## config.mk

```make
export PLATFORM = sky130hd
export DESIGN_NAME = smartnic_egr
export DESIGN_NICKNAME = d
export VERILOG_FILES = /design/src/rtl/egr_reg_pkg.sv /design/src/rtl/egr_axis_pkg.sv /design/src/rtl/smartnic_egr.sv /design/src/rtl/egr_regs.sv /design/src/rtl/egr_lane.sv /design/src/rtl/axis_pkt_mux.sv /design/src/rtl/axis_skid.sv
export SDC_FILE = /design/constraint.sdc
export NUM_CORES = 1
export LEC_CHECK = 0
export BUFFER_PORTS_ARGS = -buffer_cell sky130_fd_sc_hd__buf_2
export CAP_MARGIN = 10
export CORE_AREA = 2 2 344 346
export DETAILED_ROUTE_END_ITERATION = 16
export DIE_AREA = 0 0 346 348
export GPL_ROUTABILITY_DRIVEN = 0
export SLEW_MARGIN = 0
export SYNTH_ARGS = -nofsm -noshare
export SYNTH_HDL_FRONTEND = slang
export SYNTH_SLANG_ARGS = --single-unit
```

## constraint.sdc

```tcl
create_clock -name core_clk -period 11.62 [get_ports core_clk]
set_clock_uncertainty 0.2 [all_clocks]
set_input_delay 1.743 -clock core_clk [delete_from_list [all_inputs] [get_ports core_clk]]
set_output_delay 1.743 -clock core_clk [all_outputs]
set_load 0.01 [all_outputs]
```

## src/rtl/egr_reg_pkg.sv

```systemverilog
package egr_reg_pkg;

    localparam int num_ports     = 2;                  // egress ports, one lane each.
    localparam int axil_addr_wid = 8;                  // register space is 256 bytes.
    localparam int axil_data_wid = 32;                 // register width.
    localparam int ctrl_wid      = 2 * num_ports;      // two source enables per port.

    localparam logic [axil_addr_wid-1:0] reg_id_addr   = 8'h00;  // read-only id word.
    localparam logic [axil_addr_wid-1:0] reg_ctrl_addr = 8'h04;  // source enable mask.
    localparam logic [axil_addr_wid-1:0] reg_cnt_base  = 8'h10;  // first packet counter.

    localparam logic [axil_data_wid-1:0] id_value = 32'h45475230;  // reads as "EGR0".

    localparam logic [1:0] resp_okay   = 2'd0;  // access completed.
    localparam logic [1:0] resp_slverr = 2'd2;  // access to an unmapped or read-only word.

    // signals driven by the AXI4-Lite master.
    typedef struct packed {
        logic                       awvalid;
        logic [axil_addr_wid-1:0]   awaddr;
        logic                       wvalid;
        logic [axil_data_wid-1:0]   wdata;
        logic [axil_data_wid/8-1:0] wstrb;
        logic                       bready;
        logic                       arvalid;
        logic [axil_addr_wid-1:0]   araddr;
        logic                       rready;
    } axil_req_t;

    // signals driven by the AXI4-Lite slave.
    typedef struct packed {
        logic                     awready;
        logic                     wready;
        logic                     bvalid;
        logic [1:0]               bresp;
        logic                     arready;
        logic                     rvalid;
        logic [axil_data_wid-1:0] rdata;
        logic [1:0]               rresp;
    } axil_rsp_t;

endpackage

```

## src/rtl/egr_axis_pkg.sv

```systemverilog
package egr_axis_pkg;

    localparam int data_bytes = 8;                 // bytes carried by one stream beat.
    localparam int data_wid   = data_bytes * 8;    // tdata width in bits.
    localparam int tid_wid    = 4;                 // source id width.
    localparam int tdest_wid  = 4;                 // destination width.
    localparam int tuser_wid  = 8;                 // sideband user width.

    // one AXI4-Stream beat without its handshake, which travels beside it.
    typedef struct packed {
        logic [data_wid-1:0]   tdata;   // payload bytes.
        logic [data_bytes-1:0] tkeep;   // byte qualifiers for tdata.
        logic                  tlast;   // marks the final beat of a packet.
        logic [tid_wid-1:0]    tid;     // source of the packet.
        logic [tdest_wid-1:0]  tdest;   // routing hint carried unchanged.
        logic [tuser_wid-1:0]  tuser;   // user sideband carried unchanged.
    } axis_beat_t;

endpackage
```

## src/rtl/smartnic_egr.sv

```systemverilog
`timescale 1ns/1ps

module smartnic_egr (
    input  logic                              core_clk,
    input  logic                              arst_n,
    input  logic [egr_reg_pkg::num_ports-1:0] core_valid,
    input  egr_axis_pkg::axis_beat_t          core_beat [egr_reg_pkg::num_ports],
    output logic [egr_reg_pkg::num_ports-1:0] core_ready,
    input  logic [egr_reg_pkg::num_ports-1:0] h2c_valid,
    input  egr_axis_pkg::axis_beat_t          h2c_beat  [egr_reg_pkg::num_ports],
    output logic [egr_reg_pkg::num_ports-1:0] h2c_ready,
    output logic [egr_reg_pkg::num_ports-1:0] out_valid,
    output egr_axis_pkg::axis_beat_t          out_beat  [egr_reg_pkg::num_ports],
    input  logic [egr_reg_pkg::num_ports-1:0] out_ready,
    input  egr_reg_pkg::axil_req_t            axil_req,
    output egr_reg_pkg::axil_rsp_t            axil_rsp
);

    logic [1:0]                        src_en [egr_reg_pkg::num_ports];  // per-port source enables.
    logic [egr_reg_pkg::num_ports-1:0] pkt_done;                         // tlast transfers per port.

    // one block serves the mask to the lanes and counts their finished packets.
    egr_regs egr_regs_inst (
        .core_clk, .arst_n,
        .axil_req, .axil_rsp,
        .src_en, .pkt_done
    );

    for (genvar p = 0; p < egr_reg_pkg::num_ports; p++) begin : g_lane
        egr_lane egr_lane_inst (
            .core_clk, .arst_n,
            .core_valid (core_valid[p]), .core_beat (core_beat[p]), .core_ready (core_ready[p]),
            .h2c_valid  (h2c_valid[p]),  .h2c_beat  (h2c_beat[p]),  .h2c_ready  (h2c_ready[p]),
            .src_en     (src_en[p]),
            .out_valid  (out_valid[p]),  .out_beat  (out_beat[p]),  .out_ready  (out_ready[p]),
            .pkt_done   (pkt_done[p])
        );
    end

endmodule

```

## src/rtl/egr_regs.sv

```systemverilog
`timescale 1ns/1ps

module egr_regs (
    input  logic                              core_clk,
    input  logic                              arst_n,
    input  egr_reg_pkg::axil_req_t            axil_req,
    output egr_reg_pkg::axil_rsp_t            axil_rsp,
    output logic [1:0]                        src_en [egr_reg_pkg::num_ports],
    input  logic [egr_reg_pkg::num_ports-1:0] pkt_done
);

    typedef enum logic [2:0] {
        st_idle,   // waiting for a request.
        st_wacc,   // awready and wready are high, the write lands.
        st_wresp,  // bvalid held until bready.
        st_racc,   // arready is high, read data is captured.
        st_rresp   // rvalid held until rready.
    } state_t;

    state_t                            state;
    logic [egr_reg_pkg::ctrl_wid-1:0]  ctrl_reg;                        // source enable mask.
    logic [31:0]                       pkt_cnt [egr_reg_pkg::num_ports]; // output packets per port.
    logic [1:0]                        bresp_q;   // response of the last write.
    logic [31:0]                       rdata_q;   // data of the last read.
    logic [1:0]                        rresp_q;   // response of the last read.
    logic                              wr_en;     // the write handshake happens this cycle.
    logic [7:0]                        wr_off;    // write address relative to the counters.
    logic [7:0]                        rd_off;    // read address relative to the counters.
    logic                              wr_cnt_hit;
    logic                              rd_cnt_hit;
    logic                              wr_err;    // write to an unmapped or read-only word.
    logic                              rd_err;    // read of an unmapped word.
    logic [31:0]                       rd_data;   // decoded read value.

    assign wr_en  = (state == st_wacc);
    assign wr_off = axil_req.awaddr - egr_reg_pkg::reg_cnt_base;
    assign rd_off = axil_req.araddr - egr_reg_pkg::reg_cnt_base;
    // counters are word aligned from the base, one per port.
    assign wr_cnt_hit = (axil_req.awaddr >= egr_reg_pkg::reg_cnt_base) && (wr_off[1:0] == 2'b00)
                        && (int'(wr_off[7:2]) < egr_reg_pkg::num_ports);
    assign rd_cnt_hit = (axil_req.araddr >= egr_reg_pkg::reg_cnt_base) && (rd_off[1:0] == 2'b00)
                        && (int'(rd_off[7:2]) < egr_reg_pkg::num_ports);
    // the id word is read-only, so a write to it is refused too.
    assign wr_err = !(wr_cnt_hit || (axil_req.awaddr == egr_reg_pkg::reg_ctrl_addr));

    always_comb begin
        rd_data = '0;  // unmapped reads return zero.
        rd_err  = 1'b0;
        if (axil_req.araddr == egr_reg_pkg::reg_id_addr) begin
            rd_data = egr_reg_pkg::id_value;
        end else if (axil_req.araddr == egr_reg_pkg::reg_ctrl_addr) begin
            rd_data = 32'(ctrl_reg);
        end else if (rd_cnt_hit) begin
            for (int p = 0; p < egr_reg_pkg::num_ports; p++) begin
                if (int'(rd_off[7:2]) == p) rd_data = pkt_cnt[p];
            end
        end else begin
            rd_err = 1'b1;
        end
    end

    always_ff @(posedge core_clk or negedge arst_n) begin
        if (!arst_n) begin
            state    <= st_idle;
            ctrl_reg <= {egr_reg_pkg::ctrl_wid{1'b1}};  // every source enabled.
            for (int p = 0; p < egr_reg_pkg::num_ports; p++) pkt_cnt[p] <= '0;
        end else begin
            case (state)
                st_idle: begin
                    if (axil_req.awvalid && axil_req.wvalid) state <= st_wacc;  // writes first.
                    else if (axil_req.arvalid)               state <= st_racc;
                end
                st_wacc:  state <= st_wresp;
                st_wresp: if (axil_req.bready) state <= st_idle;
                st_racc:  state <= st_rresp;
                st_rresp: if (axil_req.rready) state <= st_idle;
                default:  state <= st_idle;
            endcase
            if (wr_en && (axil_req.awaddr == egr_reg_pkg::reg_ctrl_addr) && axil_req.wstrb[0]) begin
                ctrl_reg <= axil_req.wdata[egr_reg_pkg::ctrl_wid-1:0];  // mask fits in byte 0.
            end
            for (int p = 0; p < egr_reg_pkg::num_ports; p++) begin
                if (wr_en && wr_cnt_hit && (int'(wr_off[7:2]) == p)) begin
                    pkt_cnt[p] <= '0;  // a clear beats a packet ending in the same cycle.
                end else if (pkt_done[p]) begin
                    pkt_cnt[p] <= pkt_cnt[p] + 32'd1;
                end
            end
        end
    end

    always_ff @(posedge core_clk) begin
        if (wr_en) begin
            bresp_q <= wr_err ? egr_reg_pkg::resp_slverr : egr_reg_pkg::resp_okay;
        end
        if (state == st_racc) begin
            rdata_q <= rd_data;  // held stable while rvalid waits for rready.
            rresp_q <= rd_err ? egr_reg_pkg::resp_slverr : egr_reg_pkg::resp_okay;
        end
    end

    always_comb begin
        for (int p = 0; p < egr_reg_pkg::num_ports; p++) begin
            src_en[p] = ctrl_reg[2*p +: 2];  // bit 0 core, bit 1 host-to-card.
        end
    end

    assign axil_rsp.awready = wr_en;
    assign axil_rsp.wready  = wr_en;
    assign axil_rsp.bvalid  = (state == st_wresp);
    assign axil_rsp.bresp   = bresp_q;
    assign axil_rsp.arready = (state == st_racc);
    assign axil_rsp.rvalid  = (state == st_rresp);
    assign axil_rsp.rdata   = rdata_q;
    assign axil_rsp.rresp   = rresp_q;

endmodule

```

## src/rtl/egr_lane.sv

```systemverilog
`timescale 1ns/1ps

module egr_lane (
    input  logic                     core_clk,
    input  logic                     arst_n,
    input  logic                     core_valid,
    input  egr_axis_pkg::axis_beat_t core_beat,
    output logic                     core_ready,
    input  logic                     h2c_valid,
    input  egr_axis_pkg::axis_beat_t h2c_beat,
    output logic                     h2c_ready,
    input  logic [1:0]               src_en,
    output logic                     out_valid,
    output egr_axis_pkg::axis_beat_t out_beat,
    input  logic                     out_ready,
    output logic                     pkt_done
);

    logic [1:0]               mid_valid;  // input skid outputs, index 0 is core.
    egr_axis_pkg::axis_beat_t mid_beat [2];
    logic [1:0]               mid_ready;
    logic                     mux_valid;  // mux output into the output skid.
    egr_axis_pkg::axis_beat_t mux_beat;
    logic                     mux_ready;

    axis_skid #(.payload_t(egr_axis_pkg::axis_beat_t)) core_skid_inst (
        .core_clk, .arst_n,
        .in_valid  (core_valid),   .in_data  (core_beat),   .in_ready  (core_ready),
        .out_valid (mid_valid[0]), .out_data (mid_beat[0]), .out_ready (mid_ready[0])
    );

    axis_skid #(.payload_t(egr_axis_pkg::axis_beat_t)) h2c_skid_inst (
        .core_clk, .arst_n,
        .in_valid  (h2c_valid),    .in_data  (h2c_beat),    .in_ready  (h2c_ready),
        .out_valid (mid_valid[1]), .out_data (mid_beat[1]), .out_ready (mid_ready[1])
    );

    axis_pkt_mux axis_pkt_mux_inst (
        .core_clk, .arst_n,
        .in_valid  (mid_valid), .in_beat  (mid_beat), .in_en (src_en), .in_ready (mid_ready),
        .out_valid (mux_valid), .out_beat (mux_beat), .out_ready (mux_ready)
    );

    // second cycle of latency, and it isolates out_ready from the arbiter.
    axis_skid #(.payload_t(egr_axis_pkg::axis_beat_t)) out_skid_inst (
        .core_clk, .arst_n,
        .in_valid  (mux_valid), .in_data  (mux_beat), .in_ready  (mux_ready),
        .out_valid (out_valid), .out_data (out_beat), .out_ready (out_ready)
    );

    assign pkt_done = out_valid && out_ready && out_beat.tlast;  // one pulse per packet.

endmodule

```

## src/rtl/axis_pkt_mux.sv

```systemverilog
`timescale 1ns/1ps

module axis_pkt_mux (
    input  logic                     core_clk,
    input  logic                     arst_n,
    input  logic [1:0]               in_valid,
    input  egr_axis_pkg::axis_beat_t in_beat [2],
    input  logic [1:0]               in_en,
    output logic [1:0]               in_ready,
    output logic                     out_valid,
    output egr_axis_pkg::axis_beat_t out_beat,
    input  logic                     out_ready
);

    logic [1:0] req;       // inputs that may be newly granted.
    logic       locked;    // a packet is in progress and owns the output.
    logic       last_sel;  // last granted input, which is also the owner while locked.
    logic       sel;       // input routed to the output this cycle.
    logic       out_xfer;  // a beat leaves the mux this cycle.

    assign req = in_valid & in_en;  // a disabled input cannot start a packet.

    always_comb begin
        if (locked) begin
            sel = last_sel;  // stay with the packet until its tlast.
        end else if (req[~last_sel]) begin
            sel = ~last_sel;  // the other input gets its turn first.
        end else begin
            sel = last_sel;
        end
    end

    // the owner finishes its packet even if its enable was cleared meanwhile.
    assign out_valid = locked ? in_valid[sel] : |req;
    assign out_beat  = in_beat[sel];
    assign out_xfer  = out_valid && out_ready;

    always_comb begin
        in_ready = 2'b00;
        in_ready[sel] = out_ready && (locked || req[sel]);  // only the granted input sees ready.
    end

    always_ff @(posedge core_clk or negedge arst_n) begin
        if (!arst_n) begin
            locked   <= 1'b0;
            last_sel <= 1'b1;  // so the core input wins the first contest.
        end else begin
            last_sel <= sel;  // sel only moves when a new grant is taken.
            if (out_xfer && out_beat.tlast) begin
                locked <= 1'b0;  // packet done, arbitrate again next cycle.
            end else if (out_valid) begin
                locked <= 1'b1;  // lock as soon as a first beat is shown, so a stall keeps it.
            end
        end
    end

endmodule

```

## src/rtl/axis_skid.sv

```systemverilog
`timescale 1ns/1ps

module axis_skid #(
    parameter type payload_t = egr_axis_pkg::axis_beat_t  // what one transfer carries.
) (
    input  logic     core_clk,
    input  logic     arst_n,
    input  logic     in_valid,
    input  payload_t in_data,
    output logic     in_ready,
    output logic     out_valid,
    output payload_t out_data,
    input  logic     out_ready
);

    payload_t spare_data;   // catches the beat in flight when the output stalls.
    logic     spare_valid;  // the spare register holds a beat.
    logic     in_xfer;      // a beat is accepted at the input this cycle.
    logic     main_load;    // the main register is free or drains this cycle.
    logic     spare_nxt;    // spare occupancy for the next cycle.

    assign in_xfer   = in_valid && in_ready;
    assign main_load = !out_valid || out_ready;
    // the spare fills only when a beat arrives while the main register is stuck.
    assign spare_nxt = spare_valid ? !main_load : (in_xfer && !main_load);

    always_ff @(posedge core_clk or negedge arst_n) begin
        if (!arst_n) begin
            out_valid   <= 1'b0;  // nothing to present.
            spare_valid <= 1'b0;  // spare is empty.
            in_ready    <= 1'b0;  // ready rises one cycle after reset.
        end else begin
            if (main_load) begin
                out_valid <= spare_valid || in_xfer;  // spare beat goes first.
            end
            spare_valid <= spare_nxt;
            in_ready    <= !spare_nxt;  // registered, low only while the spare is full.
        end
    end

    always_ff @(posedge core_clk) begin
        if (main_load) begin
            out_data <= spare_valid ? spare_data : in_data;  // keeps beat order.
        end
        if (!spare_valid) begin
            spare_data <= in_data;  // only counted as held when spare_nxt is set.
        end
    end

endmodule

```

### Word level (Yosys, flattened, before mapping)

Index checks and enable logic that the tools add are counted.
W data, S select, Z words.

| storage, ports and cells | value |
|---|---|
| bits in registers | 1,197 |
| input bits | 421 |
| logic and storage cells | 279 |

| operators by class | value |
|---|---|
| add/subtract/negate cells | 4 |
| $lt $le $gt $ge | 12 |
| eq/ne operators | 11 |
| mux-type cells | 62 |
| bitwise gates (word level) | 9 |
| reduce and logical (&&, ||, !) cells | 79 |

Operators by type and width:

| cell | count |
|---|---|
| $mux W89 | 12 |
| $mux W32 | 6 |
| $add A32 B1 Y32 const B | 2 |
| $mux W31 | 2 |
| $mux W1 | 33 |
| $logic_and A1 B1 Y1 | 32 |
| $logic_not A1 Y1 | 18 |
| $eq A8 B3 Y1 const B | 2 |
| $ge A8 B5 Y1 const B | 2 |
| $sub A8 B5 Y8 const B | 2 |
| $logic_or A1 B1 Y1 | 15 |
| $pmux W3 S5 | 1 |
| $eq A6 B2 Y1 const B | 2 |
| $logic_not A6 Y1 | 2 |
| $lt A6 B2 Y1 const B | 2 |
| $mux W3 | 4 |
| $and A2 B2 Y2 | 4 |
| $logic_not A8 Y1 | 1 |
| $lt A1 B2 Y1 const B | 4 |
| $reduce_bool A2 Y1 | 4 |
| $eq A3 B2 Y1 const B | 2 |
| $ge A2 B2 Y1 const B | 2 |
| $logic_not A2 Y1 | 2 |
| $mux W2 | 2 |
| other kinds (12) | 19 |

### Logic depth before layout (Yosys ltp)

| logic depth | value |
|---|---|
| depth after elaboration | 15 |
| depth in mapped cells | 8 |
| depth with buffers taken out | 6 |

### Hierarchy

A second synthesis with hierarchy kept.

| second synthesis, totals | value |
|---|---|
| cells, all modules | 2,492 |
| area, all modules | 43,006.2 um^2 |

Modules (own cells, without submodules):

| module | instances | cells each | area an instance (um^2) | seq. area each (um^2) |
|---|---|---|---|---|
| axis_skid | 6 | 285 | 5,680.4 | 4,529.3 |
| egr_regs | 1 | 543 | 5,451.5 | 2,802.7 |
| axis_pkt_mux at g_lane[0].egr_lane_inst.axis_pkt_mux_inst | 1 | 122 | 1,737.9 | 51.3 |
| axis_pkt_mux at g_lane[1].egr_lane_inst.axis_pkt_mux_inst | 1 | 115 | 1,721.7 | 51.3 |
| egr_lane | 2 | 1 | 6.3 | 0.0 |

### Least setup slack after synthesis

Ideal clock, no wire load.

| timing path | value |
|---|---|
| path kind | reg-to-reg |
| start | register egr_regs_inst.ctrl_reg[2] (netlist name) |
| end | register g_lane[1].egr_lane_inst.core_skid_inst.in_ready |
| arrival | 8.179 ns |
| slack | 3.138 ns |
| cell stages (with the launch flop) | 8 |
| cells stage by stage | dfstp_2 -> nand2_1 -> o21ai_0 -> o31a_1 -> clkbuf_1 -> inv_1 -> o21ai_0 -> or2_2 |

| on the way | value |
|---|---|
| word-level cells in the longest chain between the ends | 15 |
| elaborated cells between the ends (all ways) | 20 |

RTL lines:

| what | RTL line | text |
|---|---|---|
| start, declared | egr_regs.sv:21 | `logic [egr_reg_pkg::ctrl_wid-1:0] ctrl_reg;` |
| start signal, assigned | egr_regs.sv:65 | `ctrl_reg <= {egr_reg_pkg::ctrl_wid{1'b1}};` |
| start signal, assigned | egr_regs.sv:80 | `ctrl_reg <= axil_req.wdata[egr_reg_pkg::ctrl_wid-1:0];` |
| $and A2 B2 Y2 * | axis_pkt_mux.sv:21 | `assign req = in_valid & in_en;` |
| $mux W1 (not written as such) * (2 in a row) | axis_pkt_mux.sv:26 | `end else if (req[~last_sel]) begin` |
| $mux W1 * | axis_pkt_mux.sv:26 |  |
| $mux W1 * | axis_pkt_mux.sv:24 | `if (locked) begin` |
| via g_lane[1].egr_lane_inst.axis_pkt_mux_inst.sel | axis_pkt_mux.sv:18 | `logic sel;` |
| $lt A1 B2 Y1 (not written as such) (tied with other cells) | axis_pkt_mux.sv:40 | `in_ready[sel] = out_ready && (locked \|\| req[sel]);` |
| $logic_and A1 B1 Y1 or $mux W1 (tied branches) | axis_pkt_mux.sv:40 |  |
| $mux W1 (not written as such) or $logic_or A1 B1 Y1 (tied branches) | axis_pkt_mux.sv:40 |  |
| $demux W1 S1 or $logic_and A1 B1 Y1 (tied branches) | axis_pkt_mux.sv:40 |  |
| $and A2 B2 Y2 (no source line) * | - |  |
| $logic_or A1 B1 Y1 * | axis_skid.sv:23 | `assign main_load = !out_valid \|\| out_ready;` |
| via g_lane[1].egr_lane_inst.core_skid_inst.main_load | axis_skid.sv:19 | `logic main_load;` |
| $logic_not A1 Y1 * | axis_skid.sv:25 | `assign spare_nxt = spare_valid ? !main_load : (in_xfer && !main_load);` |
| $logic_and A1 B1 Y1 | axis_skid.sv:25 |  |
| $mux W1 * | axis_skid.sv:25 |  |
| $logic_not A1 Y1 * | axis_skid.sv:37 | `in_ready <= !spare_nxt;` |
| end signal, assigned | axis_skid.sv:37 |  |
| end, declared | axis_skid.sv:10 | `output logic in_ready,` |

The timed path passes the listed nets; every way through them passes the cells marked *. The select of a mux whose other input is x is not followed.
A chain may end at the register's enable or synchronous reset.

### Final worst setup path

| timing path | value |
|---|---|
| start | register egr_regs_inst.ctrl_reg[0] (netlist name) |
| end | register g_lane[0].egr_lane_inst.core_skid_inst.out_data[29] (netlist name), enable pin |

| on the way | value |
|---|---|
| word-level cells in the longest chain between the ends | 11 |
| elaborated cells between the ends (all ways) | 16 |

RTL lines:

| what | RTL line | text |
|---|---|---|
| $and A2 B2 Y2 * | axis_pkt_mux.sv:21 |  |
| $mux W1 (not written as such) * (2 in a row) | axis_pkt_mux.sv:26 |  |
| $mux W1 * | axis_pkt_mux.sv:26 |  |
| $mux W1 * | axis_pkt_mux.sv:24 |  |
| via g_lane[0].egr_lane_inst.axis_pkt_mux_inst.sel | axis_pkt_mux.sv:18 |  |
| $lt A1 B2 Y1 (not written as such) (tied with other cells) | axis_pkt_mux.sv:40 |  |
| $logic_and A1 B1 Y1 or $mux W1 (tied branches) | axis_pkt_mux.sv:40 |  |
| $mux W1 (not written as such) or $logic_or A1 B1 Y1 (tied branches) | axis_pkt_mux.sv:40 |  |
| $demux W1 S1 or $logic_and A1 B1 Y1 (tied branches) | axis_pkt_mux.sv:40 |  |
| $and A2 B2 Y2 (no source line) * | - |  |
| $logic_or A1 B1 Y1 * | axis_skid.sv:23 |  |
| via g_lane[0].egr_lane_inst.core_skid_inst.main_load | axis_skid.sv:19 |  |
| end signal, assigned | axis_skid.sv:43 | `out_data <= spare_valid ? spare_data : in_data;` |
| end, declared | axis_skid.sv:12 | `output payload_t out_data,` |

Marked as above.

==> flow_summary_export.csv <==
group,metric,value,unit
grt,grt_antenna_before_repair,71,
floorplanning,rows,126,
clock_network,post_cts_resize_count,0,
worst_setup_path,timing.critical_path.depth,8,
yosys,yosysWarningCount,0,
final_layout,nets,3700,
yosys,syn_inst,2648,
grt,grt_max_degree,88,
worst_setup_path,crit_path_start,"egr_regs_inst.ctrl_reg[0]",
clock_network,cts_tree,"done",
clock_network,cts.hold.buffers_added,0,
worst_setup_path,critical_path_cell_by_cell,"nand2_1 > o21ai_0 > o31a_2 > buf_4 > inv_1 > o21ai_4 > buf_4 > buf_4",
min_path,hold_path_startpoint,"g_lane[1].egr_lane_inst.out_skid_inst.spare_data[82]",
clock_network,cts-root-to-sink-buffers,3,
worst_setup_path,crit_arrival,4.83,ns
placed_design,detailedPlacementHpwl,62.5,mm
yosys,synth-seq-area-share,74.2,%
sta,final-max-slew-violation-count,0,
clock_network,path_clk_slew,0.06,ns
placed_design,placement.cell_area,45300,um^2
routing,avgViaCountPerCell,4.60,
routing,detail_route.wirelength,96.0,mm
worst_setup_path,setup.reg_to_reg.worst_slack,6.91,ns
yosys,synth.ff_latch_count,1195,
yosys,synthesis.area,40500,um^2
clock_network,clock_tree.htree_level_count,3,
worst_setup_path,critPathBufInv,4,
worst_setup_path,critical_path_required,11.73,ns
worst_setup_path,critPathMostFrequentCell,"buf_4",
worst_setup_path,end_kind,"flip-flop",
worst_setup_path,reg2reg_depth,8,
sta,setup_viol,0,
floorplanning,placeableCoreArea,117000,um^2
final_layout,ratio_of_cells_with_drive_above_1_in_the_final_layout,36.3,%
pwr,power-per-cell-area,264,nW/um^2
final_layout,area_growth,22.1,%
sta,max_slew_margin,32.3,%
floorplanning,top_level_ports,646,
sta,totalNegativeSetupSlack,0,ns
placed_design,port_buffer_count,612,
routing,num_vias,22700,
worst_setup_path,criticalPathCategory,"flip-flop to flip-flop",
routing,routedWlPerCell,19.4,um
worst_setup_path,worstSetupStartpointType,"flip-flop",
sta,setup_repair_after_global_routing_missed_its_margin,"false",
grt,globalRoute.totalOverflow,0,
floorplanning,die-area,120000,um^2
sta,finalCritPeriodShare,40.6,%
floorplanning,die_width,346,um
clock_network,clock_sink_count,1195,
clock_network,cts_inserted_buffers,121,
sta,maximum_clock_frequency,212,MHz
floorplanning,starting_utilization_of_the_core_area,34.6,%
grt,via_count_of_the_first_global_routing_pass,22900,
run_status,run_status,"complete, no violations",
sta,timing_worst_slew_pin_value,1.02,ns
grt,grt_pass1_wl,143,mm
grt,grt_use_total,15.6,%
floorplanning,floorplan.die.height,348,um
routing,drc_errors,0,
pwr,power.ir.vdd_worst,0.165,mV
routing,dr.max_layer_used,"met5",
routing,drtIter0Drc,1368,
sta,fin_crit,4.71,ns
clock_network,insertion_delay,0.71,ns
final_layout,design_area,49500,um^2
yosys,synth_cell_type_count,46,
clock_network,post_cts_buffers,0,
worst_setup_path,critical-path-max-stage-delay,0.82,ns
worst_setup_path,critical-path-top-delay-family,"buffers and inverters",
routing,dr_wl_met2,44.7,mm
routing,met1Wirelength,39.4,mm
routing,drt.antenna.violating_nets,0,
worst_setup_path,r2r_start,"egr_regs_inst.ctrl_reg[0]",
routing,met3WireLength,8.86,mm
sta,final-hold-violation-count,0,
pwr,cellLeakagePower,19.9,nW
routing,drt_pass1_iterations,5,
worst_setup_path,timing.critical_path.slowest_stage_cell,"buf_4",
yosys,synthesis.area_per_instance,15.3,um^2
clock_network,cts_root_buf,"clkbuf_16",
worst_setup_path,worstPathMaxFanout,46,
flow_run,cap_viol_max_count,0,
min_path,timing.hold.worst.class,"flip-flop to flip-flop",
worst min-delay path by stage:
stage,end,depth (start not counted)
global route,flip-flop,1
global placement,g_lane[1].egr_lane_inst.out_skid_inst.spare_data[87],2
floorplan,g_lane[0].egr_lane_inst.out_skid_inst.spare_data[87],2
detailed placement,g_lane[1].egr_lane_inst.out_skid_inst.spare_data[19],2
finish,g_lane[1].egr_lane_inst.out_skid_inst.spare_data[82],2
CTS,g_lane[1].egr_lane_inst.out_skid_inst.spare_data[83],2
cells in the mapped netlist (all sizes together):
library cell  number  area share, %
inv               21           0.19
o31a               2          0.043
nand4b             1          0.022
nor3              20           0.25
dfrtp             87            5.4
edfxtp           568             42
nand2b             4          0.062
mux2i            198            4.9
or3               12           0.20
nor3b              4          0.074
and3b              1          0.022
a21oi             17           0.21
nand3             20           0.25
buf               32           0.44
nand2            226            2.1
o21ai            192            2.4
and3               5          0.077
and4               7           0.15
nor4bb             1          0.025
a221oi             3          0.065
nor4              23           0.36
mux2             366             10
nor2              95           0.88
dfxtp            534             26
a31oi              4          0.062
and2               3          0.046
a22oi              2          0.037
ha                 2          0.062
dfstp              6           0.39
a211oi             9           0.17
xnor2             48            1.0
clkbuf           104           0.96
nand4             11           0.19
or4                2          0.046
a21o               3          0.056
and4b              1          0.025
or2                6          0.093
conb               1         0.0093
o211ai             1          0.019
xor2               6           0.13
routing by layer:
| layer | global-route usage (%) | vias to the layer above |
|---|---|---|
| li1 | - | 10800 |
| met1 | 18.5 | 10900 |
| met2 | 25.2 | 634 |
| met3 | 6.75 | 234 |
| met4 | 5.67 | 76 |
| met5 | 0 | - |
power by group:
part           total, mW  internal, mW  switching (mW)
Sequential          6.47          6.04           0.430
Clock               3.94          2.30            1.64
Combinational       2.66          1.29            1.37
Total               13.1          9.63            3.44
cell families (layout without fill, tap and decap cells):
family | after synthesis | count (layout) | synth area share (%)
AOI/OAI and AO/OA | 233 | 233 | 3.03
and+or+nand+nor | 442 | 442 | 4.85
other | 1 | 24 | 0.00925
buffers and inverters | 157 | 890 | 1.60
xor gates and xnor gates | 54 | 54 | 1.17
adders and majority gates | 2 | 2 | 0.0617
DFF | 1195 | 1195 | 74.2
muxes | 564 | 564 | 15.1
layout make-up:
class                      instances  area [um^2]
timing repair buffer             641         3280
antenna                           22         55.1
inverter                          21         78.8
sequential                      1195        30100
clock inverter                    49          634
multi-input combinational       1297         9880
clock buffer                     179         3520
tap                             1536         1920
fill                           10800        67500
per-stage QoR:
stage	utilization (%)	worst slack (ns)	power, mW	hold slack, ns	std cells
2_1_floorplan	-	3.14	8.29	0.227	2649
3_3_place_gp	38.7	6.72	9.17	0.236	4690
3_5_place_dp	38.7	6.78	9.27	0.254	4690
4_1_cts	42.2	6.77	13.3	0.270	4918
5_1_grt	42.3	6.61	13.7	0.280	4932
6_report	42.3	6.91	13.1	0.262	4940
worst register-to-register path, stage by stage, from the launching register on:
cell	delay, ns
dfstp_2	0.57
nand2_1	0.06
o21ai_0	0.14
o31a_2	0.51
buf_4	0.83
inv_1	0.26
o21ai_4	0.38
buf_4	0.63
buf_4	0.75
placed cells by master (no fill, tap or decap), types with 9 or more instances in the layout:
cell	synthesis	routed
buf_2	10	611
edfxtp_1	568	568
dfxtp_1	534	534
mux2_2	366	366
nand2_1	226	226
mux2i_1	198	198
o21ai_0	192	188
clkbuf_16	0	122
nor2_1	95	95
dfrtp_1	87	81
xnor2_1	48	48
clkbuf_1	104	32
buf_4	10	30
clkbuf_8	0	25
nor4_1	23	23
diode_2	0	22
inv_1	21	21
nand3_1	20	20
nor3_1	20	20
clkinv_2	0	18
a21oi_1	17	17
or3_1	11	11
nand4_1	10	10
a211oi_1	9	9
bufinv_16	0	9
No activity file was read; power rests on OpenSTA's default activity.
